`src/logic/out_sram_pkg.sv`:
```
package out_sram_pkg;

    localparam int num_edge_pe = 2;
    localparam int num_vertex_unit = 2;
    localparam int num_reqs = num_edge_pe + num_vertex_unit; // Edge PEs first, then vertex units.
    localparam int num_banks = 4;
    localparam int bank_bits = 2;
    localparam int node_bits = 8;
    localparam int data_bits = 16;
    localparam int rec_words = 4;
    localparam int word_bits = 2;
    localparam int tag_bits = 1;
    localparam int bank_rows = 64;

    // The same 18 bits carry either the read tag or a write word with its stream marks.
    typedef union packed {
        struct packed {
            logic [tag_bits-1:0] tag;
            logic [data_bits-tag_bits+1:0] pad;
        } rd;
        struct packed {
            logic [data_bits-1:0] data;
            logic sos;
            logic eos;
        } wr;
    } bank_payload_t;

    typedef struct packed {
        logic valid;
        logic rd_wr; // 1 is a write.
        logic [node_bits-1:0] node;
        logic [word_bits-1:0] word;
        bank_payload_t payload;
    } bank_req_t;

endpackage

```
`src/logic/output_sram_bank.sv`:
```
module output_sram_bank (
    input  logic clk,
    input  logic reset,
    input  out_sram_pkg::bank_req_t bank_req,
    output logic resp_valid,
    output logic [out_sram_pkg::data_bits-1:0] resp_data,
    output logic [out_sram_pkg::tag_bits-1:0] resp_tag,
    output logic resp_last
);

    logic [out_sram_pkg::data_bits-1:0] mem [out_sram_pkg::bank_rows][out_sram_pkg::rec_words];
    logic [out_sram_pkg::node_bits-out_sram_pkg::bank_bits-1:0] row;
    logic [out_sram_pkg::node_bits-out_sram_pkg::bank_bits-1:0] rd_row;
    logic [out_sram_pkg::word_bits-1:0] rd_word;
    logic active; // Words 1 to 3 of a read are still to come.

    assign row = bank_req.node[out_sram_pkg::node_bits-1:out_sram_pkg::bank_bits];

    always_ff @(posedge clk) begin
        if (bank_req.valid && bank_req.rd_wr) begin
            mem[row][bank_req.word] <= bank_req.payload.wr.data;
        end
    end

    // Word 0 leaves in the cycle after the request so the stream has no bubble.
    always_ff @(posedge clk) begin
        if (reset) begin
            active <= 1'b0;
            resp_valid <= 1'b0;
            resp_last <= 1'b0;
        end else begin
            resp_valid <= 1'b0;
            resp_last <= 1'b0;
            if (bank_req.valid && !bank_req.rd_wr) begin
                active <= 1'b1;
                resp_valid <= 1'b1;
                rd_row <= row;
                rd_word <= 'd1;
                resp_tag <= bank_req.payload.rd.tag;
                resp_data <= mem[row][0];
            end else if (active) begin
                resp_valid <= 1'b1;
                resp_data <= mem[rd_row][rd_word];
                rd_word <= rd_word + 1'b1;
                if (rd_word == out_sram_pkg::word_bits'(out_sram_pkg::rec_words - 1)) begin
                    resp_last <= 1'b1;
                    active <= 1'b0;
                end
            end
        end
    end

    a_no_overlap: assert property (
        @(posedge clk) disable iff (reset)
        bank_req.valid |-> !active
    ) else $error("bank request arrived during a read stream");

endmodule

```
`config.mk`:
```
export PLATFORM = sky130hd
export DESIGN_NAME = output_sram_bank
export DESIGN_NICKNAME = d
export VERILOG_FILES = /design/src/logic/out_sram_pkg.sv /design/src/logic/output_sram_bank.sv
export SDC_FILE = /design/constraint.sdc
export NUM_CORES = 2
export LEC_CHECK = 0
export BUFFER_PORTS_ARGS = -buffer_cell sky130_fd_sc_hd__clkbuf_2
export CORE_MARGIN = 3
export CORE_UTILIZATION = 30
export CTS_CLUSTER_SIZE = 8
export DETAILED_ROUTE_END_ITERATION = 12
export SYNTH_ARGS = -nofsm -noshare
export SYNTH_HDL_FRONTEND = slang
export SYNTH_SLANG_ARGS = --single-unit
```
`constraint.sdc`:
```
create_clock -name clk -period 3.8 [get_ports clk]
set_clock_uncertainty 0.05 [all_clocks]
set_input_delay 0.57 -clock clk [delete_from_list [all_inputs] [get_ports clk]]
set_output_delay 0.57 -clock clk [all_outputs]
set_load 0.01 [all_outputs]
```
==> results.ini <==
[run_status]
status=finished clean

[power]
vdd_drop_max_uv=458
netSwitchingFraction_pct=22.5
p_comb_share_pct=6.6
power_density_nw_per_um2=525
power_frac_clock_pct=45.0
p_leak_nw=62.4
intPower_mw=80.6
pwr-share-seq_pct=48.4
p_switching_mw=23.4

[timing]
holdWs_ns=0.0924
max_clock_freq_mhz=267
rsz0062_at_grt=false
finalSetupViolCount=0
fin_crit_sh_pct=98.6
fin_crit_ns=3.75
worst_pin_slew_ns=1.40
slew_headroom_pct=6.09
finalHoldViolations=0
finalMaxSlewViolations=0

[cts]
cts_buffers=587
htree_levels=6
cts_root_buf=clkbuf_16
clkTransAtPathRegs_ns=0.05
cts_tree=yes
cts_sinks=4130
clock_path_buffers=4
insertion_delay_ns=1.07

[logic_synthesis]
synth_top_area_share_pct=74.5
synthSimpleGateAreaFrac_pct=2.51
synthAdderAreaFrac_pct=0.00753
ys_seq_area_share_pct=74.6
postSynthNetCount=8287
yosys.cell_types.count=75
avgSynthCellArea_um2=20.1
synth_edf_count=4121
yosysWarnings=0
syn_area_um2=166000
synth_cells=8254
yosys-mux-area-fraction_pct=15.6
synth-compound-area-share_pct=5.36
yosysTopAreaCell=edfxtp_1
synth_xor_area_share_pct=0
synth_ff_type=edfxtp_1
synth_top_family_by_area=multiplexers
synth.area.top_cells=edfxtp_1 74%, mux4_2 13%, mux2i_1 2.6%
synthArstFlopShare_pct=0
synth_seq_cells=4130

[setup_path]
start_kind=flop
cp_data_required_time_ns=4.53
crit_top_cell=buf_12
crit_fanout=30
arrival_ns=4.48
critPathCaptureType=flop
max_stage_delay_ns=0.52
crit_chain=buf_12, buf_12, buf_4, mux4_2, mux2i_1, a32oi_1, nand3_1, nand4_1, nand2_1, o31ai_1
crit_slowest_cell=dfxtp_4
path_class=flop to flop

[die]
start_util_pct=30.2
die_x_um=750
rows=272
core_um2=550000
dieArea_um2=563000
dieHeight_um=750
num_io_pins=51

[routing]
via_per_inst=5.61
top_layer_used=met5
drtIter0Drc=13888
wl_per_cell_um=31.8
dr_wl_met3_um=64200
ant_nets=0
drc=0
wl_met1_um=202000
vias=92860
drt-pass1-iter-count=9
dr_wl_met2_um=239000
wl_um=527000

[final_layout]
final_nets=9206
postLayoutCoreUtil_pct=36.0
final_common_cell=edfxtp_1
finalNonFillerCells=16545
area_delta_synth_final_pct=19.3
seq_area_um2=124000
layout-drive-gt1-share_pct=30.0
layout_common_cells=4121 x edfxtp_1, 940 x mux4_2, 652 x buf_4, 592 x clkbuf_16, 466 x a22oi_1
num-fill-cells=49708
multi_input_area_um2=39800
final_area_um2=198000

[placement]
dp_hpwl_um=332000
placed_area_um2=182000
gp_congestion=0.922
dp.cells=15833
io_buffers=46

[global_route]
grt_pass1_wl_um=731000
grt_usage_pct=18.2
gr-total-overflow=0
antenna_found_initial=45
grt_start_max_net_pins=118
grt_pass1_vias=93103

[flow_run]
maxCapViolCount=0

[hold_path]
hp-class=primary input to flop

-- cell type report --
type | instances | share of cell area, %
Clock buffer | 626 | 7.54
Timing Repair Buffer | 898 | 4.65
Tap cell | 7261 | 4.58
Multi-Input combinational cell | 3546 | 20.1
Inverter | 10 | 0.0227
Clock inverter | 59 | 0.563
Antenna cell | 15 | 0.0189
Sequential cell | 4130 | 62.5
-- cells in the mapped netlist (all sizes together) (50+ instances only) --
| cell type | number |
|---|---|
| nand3 | 67 |
| a21oi | 144 |
| mux4 | 940 |
| o21ai | 78 |
| buf | 384 |
| edfxtp | 4121 |
| clkbuf | 184 |
| a22oi | 466 |
| a32oi | 50 |
| mux2i | 436 |
| nor2 | 325 |
| nand4 | 52 |
| nand2 | 285 |
| a41oi | 53 |
| o22ai | 83 |
-- through the flow --
step	worst slack, ns	setup TNS, ns	power, mW
2_1_floorplan	0.626	0	54.6
3_3_place_gp	-0.558	-1.01	57.8
3_5_place_dp	-0.415	-0.835	57.9
4_1_cts	-0.0524	-0.0524	105
5_1_grt	0.0221	0	107
6_report	0.0539	0	104
-- metal layers --
layer	vias to the layer above	GRT usage, %
met4	30	6.66
met3	1103	5.67
li1	36658	-
met1	49086	24.2
met5	-	0
met2	5983	27.9
-- cell families (layout without fill, tap and decap cells) --
| logic type | count (synthesis) | count (layout) |
|---|---|---|
| other | 0 | 15 |
| buffers and inverters | 578 | 1593 |
| adders and majority gates | 1 | 1 |
| and+or+nand+nor | 908 | 908 |
| muxes | 1414 | 1414 |
| DFF | 4130 | 4130 |
| AOI/OAI and AO/OA | 1223 | 1223 |
-- final timing paths --
path / start / end / slack, ns / cells after the start
worst max-delay path: flop / resp_data[2]$_DFFE_PP_ / 0.05 / 10
worst min-delay path: bank_req[12] / mem[44][10]$_DFFE_PP_ / 0.09 / 1
worst max register to register: flop / resp_data[2]$_DFFE_PP_ / 0.05 / 10
worst min register to register: rd_row[1]$_DFFE_PP_ / flop / 0.42 / 1
-- sequential cells by signal, summed over array words and instances (netlist names), named ones only --
name        count
mem          4096
resp_data      16
rd_row          6
rd_word         2
active          1
resp_last       1
resp_tag        1
resp_valid      1
-- power groups by stage --
stage               clock network [mW]  logic [mW]  registers (mW)
floorplan                            0        3.42            51.2
global placement                     0        6.61            51.2
detailed placement                   0        6.71            51.2
CTS                               47.4        6.75            50.4
global route                      49.4        7.10            50.3
finish                            46.8        6.86            50.4
-- critical path: cells and delay by family, from the launching register on --
family / cells / cell delay, ns
AO/OA/AOI/OAI: 2 / 0.22
buffers and inverters: 3 / 0.99
AND/OR/NAND/NOR: 3 / 0.85
flip-flops: 1 / 0.52
multiplexers: 2 / 0.77
-- what timing repair did --
| action | in CTS | in global routing |
|---|---|---|
| gates cloned | 0 | 0 |
| endpoints found under the setup margin | 3 | 3 |
| hold buffers | 11 | 0 |
| gates resized for setup | 5 | 5 |
| buffers inserted | 0 | 2 |
| pin swaps | 1 | 1 |
| endpoints found under the hold margin | 201 | 0 |
Power figures use the tool's default switching activity.
