**config.mk**
```make
export PLATFORM = sky130hd
export DESIGN_NAME = vertex_write_port_flat
export DESIGN_NICKNAME = d
export VERILOG_FILES = /design/src/logic/out_sram_pkg.sv /design/src/logic/arb_req_if.sv /design/src/logic/vertex_write_port.sv /design/src/flat_wrapper.sv
export SDC_FILE = /design/constraint.sdc
export NUM_CORES = 1
export LEC_CHECK = 0
export ABC_AREA = 1
export BUFFER_PORTS_ARGS = -buffer_cell sky130_fd_sc_hd__buf_4
export CAP_MARGIN = 20
export CORE_MARGIN = 3
export CORE_UTILIZATION = 37
export CTS_BUF_LIST = sky130_fd_sc_hd__clkbuf_16
export CTS_CLUSTER_DIAMETER = 30
export DETAILED_ROUTE_END_ITERATION = 7
export GPL_TIMING_DRIVEN = 1
export PLACE_DENSITY = 0.83
export SLEW_MARGIN = 15
export SYNTH_ARGS = -nofsm -noshare
export SYNTH_HDL_FRONTEND = slang
export SYNTH_SLANG_ARGS = --single-unit
```
**constraint.sdc**
```tcl
create_clock -name clk -period 1 [get_ports clk]
set_input_delay 0.15 -clock clk [delete_from_list [all_inputs] [get_ports clk]]
set_output_delay 0.15 -clock clk [all_outputs]
set_load 0.1 [all_outputs]
```
**src/logic/out_sram_pkg.sv**
```systemverilog
package out_sram_pkg;

    localparam int num_edge_pe = 2;
    localparam int num_vertex_unit = 2;
    localparam int num_reqs = num_edge_pe + num_vertex_unit; // Edge PEs first, then vertex units.
    localparam int num_banks = 4;
    localparam int bank_bits = 2;
    localparam int node_bits = 8;
    localparam int data_bits = 16;
    localparam int rec_words = 4;
    localparam int word_bits = 2;
    localparam int tag_bits = 1;
    localparam int bank_rows = 64;

    // The same 18 bits carry either the read tag or a write word with its stream marks.
    typedef union packed {
        struct packed {
            logic [tag_bits-1:0] tag;
            logic [data_bits-tag_bits+1:0] pad;
        } rd;
        struct packed {
            logic [data_bits-1:0] data;
            logic sos;
            logic eos;
        } wr;
    } bank_payload_t;

    typedef struct packed {
        logic valid;
        logic rd_wr; // 1 is a write.
        logic [node_bits-1:0] node;
        logic [word_bits-1:0] word;
        bank_payload_t payload;
    } bank_req_t;

endpackage

```
**src/logic/arb_req_if.sv**
```systemverilog
interface arb_req_if #(
    parameter int n = 2
);

    logic [n-1:0] req;
    logic [n-1:0][out_sram_pkg::node_bits-1:0] node;
    logic [n-1:0] grant; // Combinational, one-hot or zero.

    // Write group only. The first word rides on the grant cycle.
    logic [n-1:0] wr_valid;
    logic [n-1:0][out_sram_pkg::data_bits-1:0] wr_data;
    logic [n-1:0][out_sram_pkg::word_bits-1:0] wr_word;
    logic [n-1:0] wr_eos;

    modport port_side (
        output req, node, wr_valid, wr_data, wr_word, wr_eos,
        input  grant
    );

    modport arb_side (
        input  req, node, wr_valid, wr_data, wr_word, wr_eos,
        output grant
    );

endinterface

```
**src/logic/vertex_write_port.sv**
```systemverilog
module vertex_write_port (
    input  logic clk,
    input  logic reset,
    input  logic [out_sram_pkg::num_vertex_unit-1:0] vertex_wr_valid,
    input  logic [out_sram_pkg::num_vertex_unit-1:0][out_sram_pkg::node_bits-1:0] vertex_wr_node,
    input  logic [out_sram_pkg::num_vertex_unit-1:0][out_sram_pkg::data_bits-1:0] vertex_wr_data,
    input  logic [out_sram_pkg::num_vertex_unit-1:0] vertex_wr_last,
    output logic [out_sram_pkg::num_vertex_unit-1:0] vertex_wr_ready,
    arb_req_if.port_side bus
);

    logic [out_sram_pkg::num_vertex_unit-1:0] owned;
    logic [out_sram_pkg::num_vertex_unit-1:0][out_sram_pkg::word_bits-1:0] count;
    logic [out_sram_pkg::num_vertex_unit-1:0][out_sram_pkg::node_bits-1:0] node_q;

    always_comb begin
        for (int u = 0; u < out_sram_pkg::num_vertex_unit; u++) begin
            bus.req[u] = vertex_wr_valid[u] && !owned[u]; // Only the first word arbitrates.
            bus.node[u] = owned[u] ? node_q[u] : vertex_wr_node[u];
            bus.wr_valid[u] = owned[u] && vertex_wr_valid[u];
            bus.wr_data[u] = vertex_wr_data[u];
            bus.wr_word[u] = owned[u] ? count[u] : '0;
            bus.wr_eos[u] = vertex_wr_last[u];
            vertex_wr_ready[u] = bus.grant[u] || owned[u];
        end
    end

    always_ff @(posedge clk) begin
        if (reset) begin
            owned <= '0;
            count <= '0;
        end else begin
            for (int u = 0; u < out_sram_pkg::num_vertex_unit; u++) begin
                if (bus.grant[u]) begin
                    owned[u] <= !vertex_wr_last[u]; // A one-word burst never holds the bank.
                    count[u] <= 'd1;
                end else if (bus.wr_valid[u]) begin
                    count[u] <= count[u] + 1'b1;
                    if (vertex_wr_last[u]) owned[u] <= 1'b0;
                end
            end
        end
    end

    // The bank stays locked, so its index must not move mid-burst.
    always_ff @(posedge clk) begin
        for (int u = 0; u < out_sram_pkg::num_vertex_unit; u++) begin
            if (bus.grant[u]) node_q[u] <= vertex_wr_node[u];
        end
    end

    for (genvar u = 0; u < out_sram_pkg::num_vertex_unit; u++) begin : g_chk
        a_burst_len: assert property (
            @(posedge clk) disable iff (reset)
            owned[u] && vertex_wr_valid[u]
                && count[u] == out_sram_pkg::word_bits'(out_sram_pkg::rec_words - 1)
            |-> vertex_wr_last[u]
        ) else $error("vertex unit %0d burst runs past one record", u);
    end

endmodule

```
**src/flat_wrapper.sv**
```systemverilog
// flat-port wrapper written by rule: the top's interface ports become plain ports
module vertex_write_port_flat 
  (clk, reset, vertex_wr_valid, vertex_wr_node, vertex_wr_data, vertex_wr_last, vertex_wr_ready, bus_req, bus_node, bus_wr_valid, bus_wr_data, bus_wr_word, bus_wr_eos, bus_grant);
  arb_req_if bus_i ();
  input  logic clk;
  input  logic reset;
  input  logic [out_sram_pkg::num_vertex_unit-1:0] vertex_wr_valid;
  input  logic [out_sram_pkg::num_vertex_unit-1:0][out_sram_pkg::node_bits-1:0] vertex_wr_node;
  input  logic [out_sram_pkg::num_vertex_unit-1:0][out_sram_pkg::data_bits-1:0] vertex_wr_data;
  input  logic [out_sram_pkg::num_vertex_unit-1:0] vertex_wr_last;
  output logic [out_sram_pkg::num_vertex_unit-1:0] vertex_wr_ready;
  output wire logic [$bits(bus_i.req)-1:0] bus_req;
  output wire logic [$bits(bus_i.node)-1:0] bus_node;
  output wire logic [$bits(bus_i.wr_valid)-1:0] bus_wr_valid;
  output wire logic [$bits(bus_i.wr_data)-1:0] bus_wr_data;
  output wire logic [$bits(bus_i.wr_word)-1:0] bus_wr_word;
  output wire logic [$bits(bus_i.wr_eos)-1:0] bus_wr_eos;
  input wire logic [$bits(bus_i.grant)-1:0] bus_grant;
  assign bus_req = bus_i.req;
  assign bus_node = bus_i.node;
  assign bus_wr_valid = bus_i.wr_valid;
  assign bus_wr_data = bus_i.wr_data;
  assign bus_wr_word = bus_i.wr_word;
  assign bus_wr_eos = bus_i.wr_eos;
  assign bus_i.grant = bus_grant;
  vertex_write_port u_core (.clk(clk), .reset(reset), .vertex_wr_valid(vertex_wr_valid), .vertex_wr_node(vertex_wr_node), .vertex_wr_data(vertex_wr_data), .vertex_wr_last(vertex_wr_last), .vertex_wr_ready(vertex_wr_ready), .bus(bus_i));
endmodule
```
==> results.sh <==
export IMPL_core_area_um2=3153
export IMPL_relSlewSlack=0.8154
export IMPL_vdd_drop_max_v=0.001006
export IMPL_wire_per_inst_um=13.43
export IMPL_ys_seq_area_frac=0.4771
export IMPL_drv_cap=0
export IMPL_port_buffers=51
export IMPL_gp_congestion=0.7810
export IMPL_fin_util=0.7008
export IMPL_n_antenna_cell=0
export IMPL_gr_usage_all_layers=0.1589
export IMPL_num_vias=1010
export IMPL_status="complete, but fails checks"
export IMPL_worstPathMaxFanout=8
export IMPL_setup_viol=26
export IMPL_cts_buffers=3
export IMPL_r2r_worst_path_cells=4
export IMPL_post_route_drc_count=0
export IMPL_drtPass1Iterations=2
export IMPL_comb_power_share=0.385
export IMPL_violations="negative setup slack"
export IMPL_antenna_found_initial=0
export IMPL_fp_dieH_um=64.33
export IMPL_nets=241
export IMPL_rsz0062_at_grt="yes"
export IMPL_drive_gt1_frac=0.6087
export IMPL_syn_to_final_growth_pct=75.55
export IMPL_final_setup_skew_ns=0.0002399
export IMPL_drt_iter0_markers=11
export IMPL_power_internal_mw=2.335
export IMPL_grt_pass1_vias=1137
export IMPL_yosys_warnings=0
export IMPL_wl_mm=3.061
export IMPL_min_period_over_period=1.303
export IMPL_io_pin_count=116
export IMPL_r2r_start="u_core.owned[0]$_SDFFE_PP0P_"
export IMPL_layout_commonest_cell="nand2_1"
export IMPL_dp_slack_ns=-0.2522
export IMPL_startpoint_type="flop"
export IMPL_clock_tree_buffer_depth=2
export IMPL_grt_max_degree=14
export IMPL_reg2reg_slack_ns=0.04
export IMPL_required_ns=0.85
export IMPL_fin_crit_ns=1.303
export IMPL_crit_type="flop to primary output"
export IMPL_vias_per_cell=4.430
export IMPL_hold_viol=0
export IMPL_synthCells=157
export IMPL_r2r_end="u_core.count[1]$_SDFFE_PP0P_"
export IMPL_crit_arrival_ns=1.15
export IMPL_worst_slew_pin_slew_ns=0.2792
export IMPL_clkPwrFrac=0.311
export IMPL_maxSlewViolCount=0
export IMPL_grt_pass1_wl_mm=5.030
export IMPL_p_leak_nw=1.014
export IMPL_die_x_um=64.33
export IMPL_mostFrequentLayoutCells="nand2_1 (33), buf_4 (31), buf_12 (27)"
export IMPL_p_sw_mw=1.279
export IMPL_avgSynthCellArea_um2=8.017
export IMPL_swShare=0.3539
export IMPL_fp_row_count=20
export IMPL_die_area_um2=4138
export IMPL_seq_power_share=0.304
export IMPL_start_util=0.3992
export IMPL_drtAntennaViolNets=0
export IMPL_clkSlewWorstSetupHoldPaths_ns=0.06
export IMPL_clock_sinks=22
export IMPL_clockRootBuffer="clkbuf_16"
export IMPL_cp_end_kind="primary output"
export IMPL_fin_ws_ns=-0.3032
export IMPL_hp_start="vertex_wr_last[0]"
export IMPL_synth_seq_cells=22
export IMPL_worstHoldPathCells=2
export IMPL_nFillCells=227
export IMPL_synthesis_nets=213
export IMPL_min_path_type="input port to flop"
export IMPL_htreeDepth=1
export IMPL_syn_cell_area_um2=1259
export IMPL_place_hpwl_mm=2.174
export IMPL_grt_overflow=0
export IMPL_power_density_nw_per_um2=1636
export IMPL_ys_types=13
export IMPL_clock_latency_ns=0.26
export IMPL_max_freq_mhz=767.3
export IMPL_cts_tree="built"
export IMPL_min_to="u_core.owned[0]$_SDFFE_PP0P_"
## synthesized netlist by cell type
cell	n	area, um^2
nand2_1	67	251.5
buf_4	35	262.8
edfxtp_1	16	480.5
inv_1	15	56.30
dfxtp_1	6	120.1
nor2_1	6	22.52
a21oi_1	3	15.01
inv_2	2	7.510
nand2_2	2	12.51
nand3_1	2	10.01
a21oi_2	1	8.760
buf_2	1	5.000
nand4_1	1	6.260
## logic make-up after synthesis
| logic type | share of synthesized area |
|---|---|
| and+or+nand+nor | 0.2406 |
| AOI/OAI and AO/OA | 0.01888 |
| buffers and inverters | 0.2634 |
| DFF | 0.4771 |
## flip-flops by register name (all words and copies together), names as in the netlist
register	flops
u_core.node_q	16
u_core.owned	2
u_core.count	4
## metrics by stage
| stage | power (mW) | area (um^2) | TNS, ns | hold WS, ns | cells |
|---|---|---|---|---|---|
| floorplan | 2.549 | 1463 | -0.5076 | 0.2191 | 157 |
| global placement | 2.195 | 1675 | -4.264 | 0.3007 | 223 |
| detailed placement | 2.205 | 1675 | -4.231 | 0.3007 | 223 |
| CTS | 3.596 | 2153 | -6.575 | 0.05322 | 228 |
| global route | 3.718 | 2210 | -7.783 | 0.06858 | 228 |
| finish | 3.614 | 2210 | -6.697 | 0.05744 | 228 |
## area by class of cell
cell class,count,area (um^2),share of cell area
tap,44,55.05,0.02492
clock buffer,3,75.07,0.03398
sequential,22,608.1,0.2752
clock inverter,1,30.03,0.01359
multi-input combinational,82,560.5,0.2537
inverter,17,96.34,0.04360
timing repair buffer,59,784.5,0.3550
## timing repair
action,CTS,global route
setup buffers,1,0
hold buffers,0,0
resized for setup,93,16
setup endpoints to repair,29,29
pin swaps,1,2
## power groups by stage
stage	clock (mW)	combinational (mW)	sequential, mW
CTS	1.13	1.37	1.09
global route	1.17	1.44	1.11
global placement	0	1.09	1.11
finish	1.12	1.39	1.10
floorplan	0	1.46	1.09
detailed placement	0	1.10	1.11
## worst max-delay path by stage
stage	startpoint	end	slack, ns	cells past startpoint
global route	u_core.owned[1]$_SDFFE_PP0P_	bus_node[12]	-0.34	4
detailed placement	u_core.owned[1]$_SDFFE_PP0P_	bus_node[10]	-0.25	4
global placement	u_core.owned[1]$_SDFFE_PP0P_	bus_node[10]	-0.24	4
CTS	u_core.owned[1]$_SDFFE_PP0P_	bus_wr_word[3]	-0.29	4
floorplan	u_core.owned[1]$_SDFFE_PP0P_	bus_wr_word[2]	-0.09	3
finish	u_core.owned[1]$_SDFFE_PP0P_	bus_node[12]	-0.30	4
## worst max-delay path, stage by stage (launching register included)
cell	delay (ns)
dfxtp_4	0.44
buf_12	0.16
nand2_4	0.05
nand2_4	0.07
buf_12	0.16
## per-layer routing
metal,vias up,GRT usage,routed length (um)
li1,500,-,-
met1,466,0.1692,1127
met2,36,0.2951,1710
met3,8,0.04042,170
met4,0,0.06332,53
met5,-,0,0
No activity file was read; power rests on OpenSTA's default activity.
