==> src/logic/out_sram_pkg.sv <==
package out_sram_pkg;

    localparam int num_edge_pe = 2;
    localparam int num_vertex_unit = 2;
    localparam int num_reqs = num_edge_pe + num_vertex_unit; // Edge PEs first, then vertex units.
    localparam int num_banks = 4;
    localparam int bank_bits = 2;
    localparam int node_bits = 8;
    localparam int data_bits = 16;
    localparam int rec_words = 4;
    localparam int word_bits = 2;
    localparam int tag_bits = 1;
    localparam int bank_rows = 64;

    // The same 18 bits carry either the read tag or a write word with its stream marks.
    typedef union packed {
        struct packed {
            logic [tag_bits-1:0] tag;
            logic [data_bits-tag_bits+1:0] pad;
        } rd;
        struct packed {
            logic [data_bits-1:0] data;
            logic sos;
            logic eos;
        } wr;
    } bank_payload_t;

    typedef struct packed {
        logic valid;
        logic rd_wr; // 1 is a write.
        logic [node_bits-1:0] node;
        logic [word_bits-1:0] word;
        bank_payload_t payload;
    } bank_req_t;

endpackage

==> src/logic/arb_req_if.sv <==
interface arb_req_if #(
    parameter int n = 2
);

    logic [n-1:0] req;
    logic [n-1:0][out_sram_pkg::node_bits-1:0] node;
    logic [n-1:0] grant; // Combinational, one-hot or zero.

    // Write group only. The first word rides on the grant cycle.
    logic [n-1:0] wr_valid;
    logic [n-1:0][out_sram_pkg::data_bits-1:0] wr_data;
    logic [n-1:0][out_sram_pkg::word_bits-1:0] wr_word;
    logic [n-1:0] wr_eos;

    modport port_side (
        output req, node, wr_valid, wr_data, wr_word, wr_eos,
        input  grant
    );

    modport arb_side (
        input  req, node, wr_valid, wr_data, wr_word, wr_eos,
        output grant
    );

endinterface

==> src/logic/edge_read_port.sv <==
module edge_read_port (
    input  logic clk,
    input  logic reset,
    input  logic [out_sram_pkg::num_edge_pe-1:0] edge_req_valid,
    input  logic [out_sram_pkg::num_edge_pe-1:0][out_sram_pkg::node_bits-1:0] edge_req_node,
    output logic [out_sram_pkg::num_edge_pe-1:0] edge_req_accept,
    output logic [out_sram_pkg::num_edge_pe-1:0] edge_resp_valid,
    output logic [out_sram_pkg::num_edge_pe-1:0][out_sram_pkg::data_bits-1:0] edge_resp_data,
    output logic [out_sram_pkg::num_edge_pe-1:0] edge_resp_last,
    arb_req_if.port_side bus,
    input  logic [out_sram_pkg::num_banks-1:0] resp_valid,
    input  logic [out_sram_pkg::num_banks-1:0][out_sram_pkg::data_bits-1:0] resp_data,
    input  logic [out_sram_pkg::num_banks-1:0][out_sram_pkg::tag_bits-1:0] resp_tag,
    input  logic [out_sram_pkg::num_banks-1:0] resp_last
);

    logic [out_sram_pkg::num_edge_pe-1:0] pending;
    logic [out_sram_pkg::num_edge_pe-1:0] granted;
    logic [out_sram_pkg::num_edge_pe-1:0][out_sram_pkg::node_bits-1:0] node_q;

    assign edge_req_accept = edge_req_valid & ~pending;
    assign bus.req = pending & ~granted; // Held until the arbiter answers.
    assign bus.node = node_q;
    assign bus.wr_valid = '0;
    assign bus.wr_data = '0;
    assign bus.wr_word = '0;
    assign bus.wr_eos = '0;

    // A PE has at most one read in flight, so only one bank can answer it at a time.
    always_comb begin
        edge_resp_valid = '0;
        edge_resp_data = '0;
        edge_resp_last = '0;
        for (int b = 0; b < out_sram_pkg::num_banks; b++) begin
            if (resp_valid[b]) begin
                edge_resp_valid[resp_tag[b]] = 1'b1;
                edge_resp_data[resp_tag[b]] = resp_data[b];
                edge_resp_last[resp_tag[b]] = resp_last[b];
            end
        end
    end

    always_ff @(posedge clk) begin
        if (reset) begin
            pending <= '0;
            granted <= '0;
        end else begin
            for (int p = 0; p < out_sram_pkg::num_edge_pe; p++) begin
                if (edge_req_accept[p]) begin
                    pending[p] <= 1'b1;
                    granted[p] <= 1'b0;
                end else begin
                    if (bus.grant[p]) granted[p] <= 1'b1;
                    if (edge_resp_last[p]) pending[p] <= 1'b0;
                end
            end
        end
    end

    always_ff @(posedge clk) begin
        for (int p = 0; p < out_sram_pkg::num_edge_pe; p++) begin
            if (edge_req_accept[p]) node_q[p] <= edge_req_node[p];
        end
    end

    for (genvar b = 0; b < out_sram_pkg::num_banks; b++) begin : g_chk
        a_resp_owned: assert property (
            @(posedge clk) disable iff (reset)
            resp_valid[b] |-> pending[resp_tag[b]] && granted[resp_tag[b]]
        ) else $error("bank %0d answered a PE with no read in flight", b);
    end

endmodule

==> src/flat_wrapper.sv <==
// flat-port wrapper written by rule: the top's interface ports become plain ports
module edge_read_port_flat 
  (clk, reset, edge_req_valid, edge_req_node, edge_req_accept, edge_resp_valid, edge_resp_data, edge_resp_last, resp_valid, resp_data, resp_tag, resp_last, bus_req, bus_node, bus_wr_valid, bus_wr_data, bus_wr_word, bus_wr_eos, bus_grant);
  arb_req_if bus_i ();
  input  logic clk;
  input  logic reset;
  input  logic [out_sram_pkg::num_edge_pe-1:0] edge_req_valid;
  input  logic [out_sram_pkg::num_edge_pe-1:0][out_sram_pkg::node_bits-1:0] edge_req_node;
  output logic [out_sram_pkg::num_edge_pe-1:0] edge_req_accept;
  output logic [out_sram_pkg::num_edge_pe-1:0] edge_resp_valid;
  output logic [out_sram_pkg::num_edge_pe-1:0][out_sram_pkg::data_bits-1:0] edge_resp_data;
  output logic [out_sram_pkg::num_edge_pe-1:0] edge_resp_last;
  input  logic [out_sram_pkg::num_banks-1:0] resp_valid;
  input  logic [out_sram_pkg::num_banks-1:0][out_sram_pkg::data_bits-1:0] resp_data;
  input  logic [out_sram_pkg::num_banks-1:0][out_sram_pkg::tag_bits-1:0] resp_tag;
  input  logic [out_sram_pkg::num_banks-1:0] resp_last;
  output wire logic [$bits(bus_i.req)-1:0] bus_req;
  output wire logic [$bits(bus_i.node)-1:0] bus_node;
  output wire logic [$bits(bus_i.wr_valid)-1:0] bus_wr_valid;
  output wire logic [$bits(bus_i.wr_data)-1:0] bus_wr_data;
  output wire logic [$bits(bus_i.wr_word)-1:0] bus_wr_word;
  output wire logic [$bits(bus_i.wr_eos)-1:0] bus_wr_eos;
  input wire logic [$bits(bus_i.grant)-1:0] bus_grant;
  assign bus_req = bus_i.req;
  assign bus_node = bus_i.node;
  assign bus_wr_valid = bus_i.wr_valid;
  assign bus_wr_data = bus_i.wr_data;
  assign bus_wr_word = bus_i.wr_word;
  assign bus_wr_eos = bus_i.wr_eos;
  assign bus_i.grant = bus_grant;
  edge_read_port u_core (.clk(clk), .reset(reset), .edge_req_valid(edge_req_valid), .edge_req_node(edge_req_node), .edge_req_accept(edge_req_accept), .edge_resp_valid(edge_resp_valid), .edge_resp_data(edge_resp_data), .edge_resp_last(edge_resp_last), .bus(bus_i), .resp_valid(resp_valid), .resp_data(resp_data), .resp_tag(resp_tag), .resp_last(resp_last));
endmodule
==> config.mk <==
export PLATFORM = sky130hd
export DESIGN_NAME = edge_read_port_flat
export DESIGN_NICKNAME = d
export VERILOG_FILES = /design/src/logic/out_sram_pkg.sv /design/src/logic/arb_req_if.sv /design/src/logic/edge_read_port.sv /design/src/flat_wrapper.sv
export SDC_FILE = /design/constraint.sdc
export NUM_CORES = 1
export LEC_CHECK = 0
export BUFFER_PORTS_ARGS = -buffer_cell sky130_fd_sc_hd__buf_2
export CORE_AREA = 2 2 76 78
export CTS_BUF_LIST = sky130_fd_sc_hd__clkbuf_2 sky130_fd_sc_hd__clkbuf_4 sky130_fd_sc_hd__clkbuf_8
export DETAILED_ROUTE_END_ITERATION = 8
export DIE_AREA = 0 0 78 80
export GPL_ROUTABILITY_DRIVEN = 0
export PLACE_DENSITY = 0.85
export SLEW_MARGIN = 20
export SYNTH_ARGS = -nofsm -noshare
export SYNTH_HDL_FRONTEND = slang
export SYNTH_SLANG_ARGS = --single-unit
==> constraint.sdc <==
create_clock -name clk -period 2.5 [get_ports clk]
set_input_delay 0.625 -clock clk [delete_from_list [all_inputs] [get_ports clk]]
set_output_delay 0.625 -clock clk [all_outputs]
set_load 0.005 [all_outputs]
==> results.yml <==
timing:
  drv_slew: 0
  setup_ws_ps: 23.0
  holdWs_ps: 506
  hold_viol_final: 0
  fin_crit_sh: 0.991
  max_freq_ghz: 0.404
  setup_viol: 0
  final.min_clock_period_ps: 2480
  skew_ps: 3.25
  rsz0062_at_grt: "true"
placement:
  place_hpwl_um: 6260
  place_area_mm2: 0.00300
  io_buffer_count: 153
  pre_cts_ws_ps: -145
floorplanning:
  die_h_um: 80
  die-area_mm2: 0.00624
  io-pin-count: 194
  core-area_mm2: 0.00541
  start_util: 0.412
  fp.dieW_um: 78
  num_rows: 27
global_routing:
  grt_max_degree: 24
  antenna_found_initial: 0
  grt_pass1_wl_um: 11700
  grt_overflow: 0
  grt_usage: 0.232
  grt_pass1_vias: 2424
status:
  status: "finished, final reports clean"
hold_path:
  hold_path_end: "u_core.granted[0]$_SDFFE_PP0P_"
  hold_start: "u_core.granted[0]$_SDFFE_PP0P_"
  min_path_cells: 2
  hp-class: "flop to flop"
final_layout:
  final_common_cell: "buf_2"
  diodes: 0
  final_cell_mix: "153 x buf_2, 40 x conb_1, 31 x o21ai_0"
  nets: 521
  syn_to_final_growth_pct: 39.8
  drive_gt1_frac: 0.464
  fillCellCount: 501
  design_area_mm2: 0.00312
  final_core_util: 0.577
yosys:
  synth_warnings: 0
  synthDistinctLibCells: 36
  postSynthCellCount: 270
  synth_top_flop_cell: "edfxtp_1"
  synth_area_mm2: 0.00223
  async_flop_share: 0
  ys_ff_latch: 20
  synth_edf_count: 16
  ys_seq_area_frac: 0.251
  synth_area_per_cell_um2: 8.26
detailed_routing:
  vias: 2690
  avgViaCountPerCell: 5.45
  drc_errors: 0
  wl_per_cell_um: 15.9
  drt_pass1_iterations: 5
  wl_um: 7840
  drt_iter0_drc: 186
  ant_nets: 0
clock_network:
  clock_latency_ps: 250
  h-tree-depth: 1
  cts_made_buffers: 3
  cts.sinks: 20
  clk_pin_slew_ps: 70
  clockBufferDepth: 2
  cts_tree: "yes"
  cts-root-buf: "clkbuf_8"
  holdBufCountCts: 0
power_and_ir_drop:
  p_per_area_mw_per_mm2: 358
  irDropWorstVdd_mv: 0.238
  p_leak_nw: 1.57
run:
  drv_cap: 0
worst_setup_path:
  crit_top_cell: "buf_2"
  critPathKind: "input port to primary output"
  cp_slowest_stage_delay_ps: 360
  r2r_end: "u_core.bus.node[6]$_DFFE_PP_"
  slowest_stage: "o311ai_1"
  r2r_cells: 3
  critPathLaunchType: "input port"
  path_cells: "buf_2 -> and2_1 -> buf_12 -> o311ai_1 -> o221a_1 -> buf_2"
  critPathBufInv: 3
  r2r_slack_ps: 1460
  critPathCaptureType: "primary output"
  path_delay_family: "compound AO/OA/AOI/OAI gates"
  cp_max_fo: 12
  worstPathRequired_ps: 1880
  arrival_ps: 1850
  reg2reg_from: "u_core.pending[0]$_SDFFE_PP0P_"
==> layout make-up <==
class / instances / area, µm² / share of cell area
Clock buffer: 4 / 55.1 / 0.0177
Inverter: 19 / 71.3 / 0.0229
Multi-Input combinational cell: 207 / 1380 / 0.443
Sequential cell: 20 / 561 / 0.180
Tap cell: 72 / 90.1 / 0.0289
Timing Repair Buffer: 172 / 958 / 0.307
==> metal layers <==
| metal | wire length (µm) | vias to the layer above | GRT usage |
|---|---|---|---|
| li1 | - | 1252 | - |
| met2 | 3770 | 200 | 0.411 |
| met5 | 0 | - | 0 |
| met1 | 3050 | 1205 | 0.288 |
| met4 | 202 | 0 | 0.0649 |
| met3 | 812 | 33 | 0.0407 |
==> power breakdown <==
group	internal, mW	switching [mW]	leakage, nW
clock network	0.140	0.0932	0.0288
logic	0.236	0.256	1.36
registers	0.386	0.00642	0.186
total	0.762	0.356	1.57
==> worst max path at each step <==
| stage | startpoint | to | slack [ps] | cells after the start |
|---|---|---|---|---|
| 5_1_grt | resp_valid[1] | edge_resp_data[28] | -2 | 6 |
| 6_report | resp_valid[1] | edge_resp_data[23] | 20 | 6 |
| 3_3_place_gp | resp_tag[0] | edge_resp_data[15] | -130 | 6 |
| 4_1_cts | resp_valid[1] | edge_resp_data[18] | -10 | 6 |
| 2_1_floorplan | resp_tag[1] | edge_resp_data[23] | 390 | 5 |
| 3_5_place_dp | resp_tag[0] | edge_resp_data[15] | -140 | 6 |
==> logic make-up (layout without fill, tap and decap cells) <==
| family | Yosys count | in the layout | share of synthesized area |
|---|---|---|---|
| AND/OR/NAND/NOR | 77 | 77 | 0.198 |
| buffers and inverters | 82 | 195 | 0.222 |
| AO/OA/AOI/OAI | 90 | 90 | 0.328 |
| flip-flops | 20 | 20 | 0.251 |
| other | 1 | 40 | 0.00168 |
==> Yosys cell counts (8+ instances only) <==
master / instances / area share
a311oi_1: 16 / 0.063
and3b_1: 16 / 0.063
buf_2: 11 / 0.025
buf_4: 42 / 0.14
clkbuf_1: 8 / 0.013
edfxtp_1: 16 / 0.22
inv_1: 19 / 0.032
nand2_1: 20 / 0.034
nand3_1: 19 / 0.043
o21ai_0: 31 / 0.070
o221a_1: 8 / 0.040
o311ai_1: 8 / 0.031
==> worst min-delay path: cells and delay by family (launching register included) <==
family,cells,cell delay [ps]
simple gates,2,150
flops,1,320
==> metrics by stage <==
stage | TNS (ps) | std cells | total power [mW]
floorplan | 0 | 309 | 0.669
global placement | -807 | 490 | 0.859
detailed placement | -653 | 490 | 0.868
CTS | -37.3 | 494 | 1.10
global route | -2.79 | 494 | 1.18
finish | 0 | 494 | 1.12
==> flip-flops by register name (all words and copies together), names as in the netlist <==
register         count
u_core.granted       2
u_core.pending       2
u_core.bus.node     16
==> what timing repair did <==
item	4_1_cts	5_1_grt
resized for setup	1	15
endpoints found under the setup margin	11	12
buffers inserted	0	0
(Power assumes the default switching activity.)
